### src/verilog/timer_cfg_pkg.sv
//--------------------------------------------------------------------------
// Counter configuration: channel count, count width and their types.
//--------------------------------------------------------------------------
package timer_cfg_pkg;

  localparam int NUM_CH  = 2;
  localparam int COUNT_W = 32;

  typedef logic [COUNT_W-1:0] count_t;
  typedef logic [NUM_CH-1:0]  ch_mask_t;  // one bit per channel.

endpackage

### src/verilog/timer_reg_pkg.sv
//--------------------------------------------------------------------------
// Register map of the dual timer block: word offsets, control bit
// positions and the APB data, address and index types.
//--------------------------------------------------------------------------
package timer_reg_pkg;

  typedef logic [31:0] apb_data_t;
  typedef logic [7:0]  apb_addr_t;
  typedef logic [5:0]  reg_idx_t;  // word index, taken from paddr[7:2].

  localparam reg_idx_t T1LC    = 6'd0;
  localparam reg_idx_t T1CV    = 6'd1;
  localparam reg_idx_t T1CR    = 6'd2;
  localparam reg_idx_t T1EOI   = 6'd3;
  localparam reg_idx_t T1INTST = 6'd4;
  localparam reg_idx_t T2LC    = 6'd5;
  localparam reg_idx_t T2CV    = 6'd6;
  localparam reg_idx_t T2CR    = 6'd7;
  localparam reg_idx_t T2EOI   = 6'd8;
  localparam reg_idx_t T2INTST = 6'd9;
  localparam reg_idx_t SINTST  = 6'd40;
  localparam reg_idx_t SEOI    = 6'd41;
  localparam reg_idx_t SRAW    = 6'd42;

  localparam int CTRL_W    = 3;
  localparam int CTRL_EN   = 0;
  localparam int CTRL_MODE = 1;  // 1 selects user-reload mode.
  localparam int CTRL_MASK = 2;  // 1 masks the channel interrupt.

  typedef logic [CTRL_W-1:0] ctrl_t;

endpackage

### src/verilog/timer_if.sv
//--------------------------------------------------------------------------
// Interfaces of the timer block: per-channel counter link and the
// shared interrupt link, with their modports.
//--------------------------------------------------------------------------
interface timer_chan_if;

  logic                  en;
  logic                  mode;
  timer_cfg_pkg::count_t load_value;
  timer_cfg_pkg::count_t current;
  logic                  expired;  // high the cycle after the count hit zero.

  modport regs (
    output en,
    output mode,
    output load_value,
    input  current
  );

  modport counter (
    input  en,
    input  mode,
    input  load_value,
    output current,
    output expired
  );

  modport irq (
    input en,
    input expired
  );

endinterface

interface timer_irq_if;

  timer_cfg_pkg::ch_mask_t eoi;      // single-cycle clear strobes.
  logic                    eoi_all;
  timer_cfg_pkg::ch_mask_t mask;
  timer_cfg_pkg::ch_mask_t raw;
  timer_cfg_pkg::ch_mask_t status;

  modport regs (
    output eoi,
    output eoi_all,
    output mask,
    input  raw,
    input  status
  );

  modport irq (
    input  eoi,
    input  eoi_all,
    input  mask,
    output raw,
    output status
  );

endinterface

### src/verilog/timer_counter.sv
//--------------------------------------------------------------------------
// One down-counter channel with load on enable, reload at zero and a
// registered expiry flag.
//--------------------------------------------------------------------------
module timer_counter (
  input logic           pclk,
  input logic           presetn,
  timer_chan_if.counter chan
);

  timer_cfg_pkg::count_t count_q;
  logic                  en_q;
  logic                  expired_q;
  logic                  load;

  always_ff @(posedge pclk or negedge presetn)
  begin
    if (!presetn)
      en_q <= 1'b0;
    else
      en_q <= chan.en;
  end

  assign load = chan.en && !en_q;  // rising edge of enable.

  always_ff @(posedge pclk or negedge presetn)
  begin
    if (!presetn)
      count_q <= '1;
    else if (!chan.en)
      count_q <= '1;
    else if (load)
      count_q <= chan.load_value;
    else if (count_q == '0)
      count_q <= chan.mode ? chan.load_value : '1;  // user mode reloads, free mode wraps.
    else
      count_q <= count_q - timer_cfg_pkg::count_t'(1);
  end

  always_ff @(posedge pclk or negedge presetn)
  begin
    if (!presetn)
      expired_q <= 1'b0;
    else
      expired_q <= (count_q == '0);
  end

  assign chan.expired = expired_q;
  assign chan.current = chan.en ? count_q : '0;

  // expiry is seen in the cycle where the count has just restarted after zero.
  a_expired_after_zero: assert property (@(posedge pclk) disable iff (!presetn)
    chan.expired |->
      count_q == (($past(chan.en) && $past(chan.mode)) ? $past(chan.load_value) : '1));

endmodule

### src/verilog/timer_irq.sv
//--------------------------------------------------------------------------
// Expiry edge detection, pending bits with EOI clearing, masked status
// and the one-cycle event-trigger pulses.
//--------------------------------------------------------------------------
module timer_irq (
  input  logic                    pclk,
  input  logic                    presetn,
  timer_chan_if.irq               chan0,
  timer_chan_if.irq               chan1,
  timer_irq_if.irq                irq,
  output timer_cfg_pkg::ch_mask_t o_etb_trig
);

  timer_cfg_pkg::ch_mask_t en;
  timer_cfg_pkg::ch_mask_t expired;
  timer_cfg_pkg::ch_mask_t expired_d;
  timer_cfg_pkg::ch_mask_t rise;
  timer_cfg_pkg::ch_mask_t pending_q;
  timer_cfg_pkg::ch_mask_t trig_q;

  assign en      = {chan1.en, chan0.en};
  assign expired = {chan1.expired, chan0.expired};
  assign rise    = expired & ~expired_d;

  always_ff @(posedge pclk or negedge presetn)
  begin
    if (!presetn)
    begin
      expired_d <= '0;
      trig_q    <= '0;
    end
    else
    begin
      expired_d <= expired;
      trig_q    <= rise;  // one pulse per expiry edge.
    end
  end

  always_ff @(posedge pclk or negedge presetn)
  begin
    if (!presetn)
      pending_q <= '0;
    else
    begin
      for (int i = 0; i < timer_cfg_pkg::NUM_CH; i++)
      begin
        if (rise[i])
          pending_q[i] <= en[i];
        else if (irq.eoi[i] || irq.eoi_all || !en[i])
          pending_q[i] <= 1'b0;
      end
    end
  end

  assign irq.raw    = pending_q;
  assign irq.status = pending_q & ~irq.mask;
  assign o_etb_trig = trig_q;

  a_trig_one_cycle: assert property (@(posedge pclk) disable iff (!presetn)
    |trig_q |=> !(|(trig_q & $past(trig_q))));

  a_pending_off_when_disabled: assert property (@(posedge pclk) disable iff (!presetn)
    1'b1 |=> ((pending_q & ~$past(en)) == '0));

endmodule

### src/verilog/timer_regs.sv
//--------------------------------------------------------------------------
// APB register file: decode, load and control registers, EOI strobes
// and the registered read data mux.
//--------------------------------------------------------------------------
module timer_regs (
  input  logic                     pclk,
  input  logic                     presetn,
  input  logic                     i_psel,
  input  logic                     i_penable,
  input  logic                     i_pwrite,
  input  timer_reg_pkg::apb_addr_t i_paddr,
  input  timer_reg_pkg::apb_data_t i_pwdata,
  input  timer_cfg_pkg::ch_mask_t  i_trig_en_on,
  input  timer_cfg_pkg::ch_mask_t  i_trig_en_off,
  timer_chan_if.regs               chan0,
  timer_chan_if.regs               chan1,
  timer_irq_if.regs                irq,
  output timer_reg_pkg::apb_data_t o_prdata
);

  timer_reg_pkg::reg_idx_t  idx;
  logic                     wr_acc;
  logic                     rd_setup;
  timer_cfg_pkg::ch_mask_t  lc_wen;
  timer_cfg_pkg::ch_mask_t  cr_wen;
  timer_cfg_pkg::count_t    load_q [timer_cfg_pkg::NUM_CH];
  timer_reg_pkg::ctrl_t     ctrl_q [timer_cfg_pkg::NUM_CH];
  timer_reg_pkg::apb_data_t rd_data;

  assign idx      = i_paddr[7:2];
  assign wr_acc   = i_psel && i_penable && i_pwrite;
  assign rd_setup = i_psel && !i_penable && !i_pwrite;  // reads act in the setup phase.

  assign lc_wen[0] = wr_acc && (idx == timer_reg_pkg::T1LC);
  assign lc_wen[1] = wr_acc && (idx == timer_reg_pkg::T2LC);
  assign cr_wen[0] = wr_acc && (idx == timer_reg_pkg::T1CR);
  assign cr_wen[1] = wr_acc && (idx == timer_reg_pkg::T2CR);

  assign irq.eoi[0]  = rd_setup && (idx == timer_reg_pkg::T1EOI);
  assign irq.eoi[1]  = rd_setup && (idx == timer_reg_pkg::T2EOI);
  assign irq.eoi_all = rd_setup && (idx == timer_reg_pkg::SEOI);

  always_ff @(posedge pclk or negedge presetn)
  begin
    if (!presetn)
    begin
      for (int i = 0; i < timer_cfg_pkg::NUM_CH; i++)
      begin
        load_q[i] <= '0;
        ctrl_q[i] <= '0;
      end
    end
    else
    begin
      for (int i = 0; i < timer_cfg_pkg::NUM_CH; i++)
      begin
        if (lc_wen[i])
          load_q[i] <= i_pwdata[timer_cfg_pkg::COUNT_W-1:0];
        if (cr_wen[i])
          ctrl_q[i] <= i_pwdata[timer_reg_pkg::CTRL_W-1:0];  // bus write beats both strobes.
        else if (i_trig_en_off[i])
          ctrl_q[i][timer_reg_pkg::CTRL_EN] <= 1'b0;
        else if (i_trig_en_on[i])
          ctrl_q[i][timer_reg_pkg::CTRL_EN] <= 1'b1;
      end
    end
  end

  assign chan0.en         = ctrl_q[0][timer_reg_pkg::CTRL_EN];
  assign chan0.mode       = ctrl_q[0][timer_reg_pkg::CTRL_MODE];
  assign chan0.load_value = load_q[0];
  assign chan1.en         = ctrl_q[1][timer_reg_pkg::CTRL_EN];
  assign chan1.mode       = ctrl_q[1][timer_reg_pkg::CTRL_MODE];
  assign chan1.load_value = load_q[1];
  assign irq.mask[0]      = ctrl_q[0][timer_reg_pkg::CTRL_MASK];
  assign irq.mask[1]      = ctrl_q[1][timer_reg_pkg::CTRL_MASK];

  always_comb
  begin
    case (idx)
      timer_reg_pkg::T1LC:    rd_data = timer_reg_pkg::apb_data_t'(load_q[0]);
      timer_reg_pkg::T1CV:    rd_data = timer_reg_pkg::apb_data_t'(chan0.current);
      timer_reg_pkg::T1CR:    rd_data = timer_reg_pkg::apb_data_t'(ctrl_q[0]);
      timer_reg_pkg::T1INTST: rd_data = timer_reg_pkg::apb_data_t'(irq.status[0]);
      timer_reg_pkg::T2LC:    rd_data = timer_reg_pkg::apb_data_t'(load_q[1]);
      timer_reg_pkg::T2CV:    rd_data = timer_reg_pkg::apb_data_t'(chan1.current);
      timer_reg_pkg::T2CR:    rd_data = timer_reg_pkg::apb_data_t'(ctrl_q[1]);
      timer_reg_pkg::T2INTST: rd_data = timer_reg_pkg::apb_data_t'(irq.status[1]);
      timer_reg_pkg::SINTST:  rd_data = timer_reg_pkg::apb_data_t'(irq.status);
      timer_reg_pkg::SRAW:    rd_data = timer_reg_pkg::apb_data_t'(irq.raw);
      default:                rd_data = '0;
    endcase
  end

  always_ff @(posedge pclk or negedge presetn)
  begin
    if (!presetn)
      o_prdata <= '0;
    else if (rd_setup)
      o_prdata <= rd_data;  // held stable through the access phase.
  end

  // the transfer that fires an EOI strobe never completes as a write.
  a_eoi_not_on_write: assert property (@(posedge pclk) disable iff (!presetn)
    (|irq.eoi || irq.eoi_all) |=> !wr_acc);

endmodule

### src/verilog/timer_top.sv
//--------------------------------------------------------------------------
// Top level of the dual APB timer: register file, two counters and
// the interrupt block, joined by interfaces.
//--------------------------------------------------------------------------
module timer_top (
  input  logic                     pclk,
  input  logic                     presetn,
  input  logic                     i_psel,
  input  logic                     i_penable,
  input  logic                     i_pwrite,
  input  timer_reg_pkg::apb_addr_t i_paddr,
  input  timer_reg_pkg::apb_data_t i_pwdata,
  input  timer_cfg_pkg::ch_mask_t  i_etb_trig_en_on,
  input  timer_cfg_pkg::ch_mask_t  i_etb_trig_en_off,
  output timer_reg_pkg::apb_data_t o_prdata,
  output timer_cfg_pkg::ch_mask_t  o_intr,
  output timer_cfg_pkg::ch_mask_t  o_etb_trig
);

  timer_chan_if chan0_if ();
  timer_chan_if chan1_if ();
  timer_irq_if  irq_if ();

  timer_regs u_regs (
    .pclk          (pclk),
    .presetn       (presetn),
    .i_psel        (i_psel),
    .i_penable     (i_penable),
    .i_pwrite      (i_pwrite),
    .i_paddr       (i_paddr),
    .i_pwdata      (i_pwdata),
    .i_trig_en_on  (i_etb_trig_en_on),
    .i_trig_en_off (i_etb_trig_en_off),
    .chan0         (chan0_if.regs),
    .chan1         (chan1_if.regs),
    .irq           (irq_if.regs),
    .o_prdata      (o_prdata)
  );

  timer_counter u_counter0 (
    .pclk    (pclk),
    .presetn (presetn),
    .chan    (chan0_if.counter)
  );

  timer_counter u_counter1 (
    .pclk    (pclk),
    .presetn (presetn),
    .chan    (chan1_if.counter)
  );

  timer_irq u_irq (
    .pclk       (pclk),
    .presetn    (presetn),
    .chan0      (chan0_if.irq),
    .chan1      (chan1_if.irq),
    .irq        (irq_if.irq),
    .o_etb_trig (o_etb_trig)
  );

  assign o_intr = irq_if.status;  // masked status drives the interrupt lines.

endmodule
### config.mk
export PLATFORM = sky130hd
export DESIGN_NAME = timer_top
export DESIGN_NICKNAME = d
export VERILOG_FILES = /design/src/verilog/timer_cfg_pkg.sv /design/src/verilog/timer_reg_pkg.sv /design/src/verilog/timer_if.sv /design/src/verilog/timer_counter.sv /design/src/verilog/timer_irq.sv /design/src/verilog/timer_regs.sv /design/src/verilog/timer_top.sv
export SDC_FILE = /design/constraint.sdc
export NUM_CORES = 1
export LEC_CHECK = 0
export BUFFER_PORTS_ARGS = -buffer_cell sky130_fd_sc_hd__buf_2
export CAP_MARGIN = 10
export CORE_MARGIN = 2
export CORE_UTILIZATION = 30
export CTS_BUF_LIST = sky130_fd_sc_hd__clkbuf_16
export DETAILED_ROUTE_END_ITERATION = 6
export PLACE_DENSITY = 0.51
export SLEW_MARGIN = 20
export SYNTH_ARGS = -nofsm -noshare
export SYNTH_HDL_FRONTEND = slang
export SYNTH_HIERARCHICAL = 1
export SYNTH_SLANG_ARGS = --single-unit
### constraint.sdc
create_clock -name pclk -period 2.6 [get_ports pclk]
set_input_delay 0.52 -clock pclk [delete_from_list [all_inputs] [get_ports pclk]]
set_output_delay 0.52 -clock pclk [all_outputs]
set_load 0.02 [all_outputs]
==> impl_metrics.json <==
{
  "status": "finished, final reports clean",
  "place_area_sq_um": 10700,
  "die_h_um": 183,
  "tightest_slew_ps": 759,
  "cts_resized": 0,
  "cp.arrival_ps": 2760,
  "fp.dieArea_sq_um": 33400,
  "drt_pass1_iterations": 4,
  "switching_power_w": 0.00187,
  "post_cts_buffers": 0,
  "hold_path_class": "in -> async",
  "place_ws_ps": 115,
  "critPathKind": "reg -> reg",
  "synthArstFlopShare_pct": 100,
  "fp-row-count": 65,
  "syn_nets": 913,
  "htreeDepth": 4,
  "maxCapViolCount": 0,
  "powerDensity_nw_per_um2": 603,
  "p_leak_nw": 4.66,
  "tns_ps": 0,
  "drc_errors": 0,
  "power.internal_w": 0.00492,
  "final_nets": 1002,
  "fmax_ghz": 0.416,
  "grt_pass1_vias": 7284,
  "gp_congestion": 0.805,
  "synth_edf_count": 0,
  "n_antenna_cell": 0,
  "ys_seq_elements": 176,
  "syn_inst": 860,
  "cts.sinks": 176,
  "port_buffers": 82,
  "die-width_um": 183,
  "clock_path_buffers": 2,
  "antenna_found_initial": 0,
  "synth_cell_types": 65,
  "coreArea_sq_um": 31500,
  "holdWs_ps": 42.6,
  "num-fill-cells": 3104,
  "clk_pin_slew_ps": 70,
  "top_level_ports": 85,
  "hold_viol_final": 0,
  "rr_endpoint": "u_counter1/count_q[13]",
  "yosys_warnings": 6,
  "slew_headroom_pct": 49.4,
  "p_total_w": 0.00679,
  "wl_per_cell_um": 20.3,
  "syn_to_final_growth_pct": 17.6,
  "p_seq_share_pct": 48.2,
  "synth_seq_area_share_pct": 46.8,
  "wirelength_um": 27700,
  "netSwitchingFraction_pct": 27.5,
  "grt_pass1_wl_um": 43900,
  "drtIter0Drc": 396,
  "timing.final.crit_share_pct": 92.5,
  "cp_max_fo": 18,
  "comb_power_share_pct": 12.9,
  "r2r_slack_ps": 200,
  "cts_buffers": 17,
  "grtUsageTotal_pct": 17.3,
  "fin_area_sq_um": 11300,
  "peakVddDrop_mv": 0.427,
  "cts_tree": "done",
  "vias": 7043,
  "setup_viol": 0,
  "via_per_inst": 5.16,
  "min_period_ps": 2400,
  "drive_gt1_share_pct": 37.1,
  "start_util_pct": 30.4,
  "ant_nets": 0,
  "syn_area_sq_um": 9570,
  "finalWorstSetupSlack_ps": 196,
  "slew_violations": 0,
  "skew_ps": 12.4,
  "hold_buffers": 0,
  "endpoint_kind": "flop",
  "rsz0062_at_grt": "false",
  "critical_path_required_ps": 2960,
  "clkPwrFrac_pct": 38.9,
  "dp_hpwl_um": 19300,
  "grt-ovfl-total": 0,
  "insertion_delay_ps": 440,
  "grt_max_degree": 60,
  "synth_area_per_cell_sq_um": 11.1,
  "critPathLaunchType": "flop",
  "cts_root_buf": "clkbuf_16",
  "synth_flop_cell": "dfrtp_1",
  "reg2reg_from": "u_counter1/count_q[1]",
  "reg2reg_depth": 9
}
power by group through the flow:
stage	clock network, W	logic [W]	registers, W
2_1_floorplan	0	0.000493	0.00332
3_3_place_gp	0	0.000879	0.00332
3_5_place_dp	0	0.000886	0.00332
4_1_cts	0.00270	0.000888	0.00328
5_1_grt	0.00283	0.000962	0.00331
6_report	0.00264	0.000876	0.00327
cell usage after synthesis, types with 5 or more instances:
cell type	instances	area share [%]
dfrtp_1	112	29
nor2_1	90	3.5
and2_1	66	4.3
dfstp_2	64	18
a22oi_1	59	4.6
mux2_2	42	4.9
a21oi_1	34	1.8
a31oi_1	34	2.2
clkbuf_1	31	1.2
a2bb2oi_2	30	4.7
mux2_4	30	4.7
xnor2_1	28	2.6
xor2_1	26	2.4
nor4_1	21	1.4
nand2_1	19	0.74
nor3_1	17	0.89
buf_2	12	0.63
buf_6	12	1.4
nand3_1	10	0.52
nand2b_1	9	0.59
o21ai_0	8	0.42
nor2b_1	7	0.46
or4_1	7	0.55
inv_1	6	0.24
nand4_1	6	0.39
or3_1	6	0.39
nand3b_1	5	0.39
nand4b_1	5	0.46
registers in the layout, indices dropped and copies added, names as in the netlist, 32 cells and up:
signal and flops:
u_counter0/count_q 32, u_counter1/count_q 32, u_regs/chan0.load_value 32, u_regs/chan1.load_value 32, u_regs/o_prdata 32
cell usage in the layout, fill, tap and decap left out, types with 4 or more instances in the layout:
cell,instances
or4_1,7
mux2_4,30
xor2_1,26
inv_1,8
nor2b_1,7
dfstp_2,64
a22oi_1,59
nor3_1,17
clkbuf_16,17
and2_1,66
dfrtp_1,112
a2bb2oi_2,30
nand2_1,19
nor2_1,87
nand4_1,6
buf_12,9
nor4_2,5
nand2b_1,8
buf_2,81
o21ai_0,8
inv_6,4
a21o_1,4
buf_4,37
nor3b_2,4
xnor2_1,28
a21oi_1,34
ha_1,4
nand3_1,10
mux2_2,42
nor4_1,20
o21a_1,4
nand3b_1,5
a31oi_1,33
or3_1,6
nand4b_1,5
layer usage:
metal | track usage [%] | routed length (um)
met5 | 0 | 0
met4 | 5.10 | 427
met3 | 2.87 | 811
met2 | 28.5 | 13300
met1 | 23.3 | 13200
through the flow:
stage | util [%] | cells
2_1_floorplan | - | 860
3_3_place_gp | 33.9 | 1332
3_5_place_dp | 33.9 | 1332
4_1_cts | 35.8 | 1364
5_1_grt | 35.8 | 1364
6_report | 35.8 | 1364
logic make-up (layout without fill, tap and decap cells):
kind of cell    count (synthesis)  count (layout)  share of synthesized area, %
fa+ha+maj                       4               4                         0.523
xor+xnor                       54              54                          4.94
flops                         176             176                          46.8
mux                            74              74                          9.85
buf+inv                        64             166                          3.65
simple gates                  303             303                          18.7
compound gates                185             185                          15.5
area by class of cell:
cell class | count | area [sq um] | share of cell area [%]
Multi-Input combinational cell | 620 | 4780 | 42.5
Inverter | 6 | 22.5 | 0.200
Clock inverter | 15 | 168 | 1.49
Sequential cell | 176 | 4480 | 39.8
Clock buffer | 17 | 425 | 3.78
Tap cell | 402 | 503 | 4.47
Timing Repair Buffer | 128 | 875 | 7.77
worst max path at each step:
stage	start	end	slack, ps	depth (start not counted)
finish	u_counter1/count_q[1]	u_counter1/count_q[13]	200	9
detailed placement	i_paddr[7]	u_regs/o_prdata[5]	110	6
global route	u_counter0/count_q[0]	u_counter0/count_q[17]	90	8
global placement	i_paddr[7]	u_regs/o_prdata[5]	150	6
floorplan	u_counter1/count_q[3]	u_counter1/count_q[22]	500	6
CTS	u_counter0/count_q[0]	u_counter0/count_q[17]	230	8
critical path: stages (launching register included):
cell and delay, ps:
dfstp_2 410, inv_1 80, ha_1 170, or4b_2 620, nor4_1 300, buf_4 200
a41oi_2 120, buf_4 240, nor2_1 130, a21oi_1 50
Power figures use the tool's default switching activity.
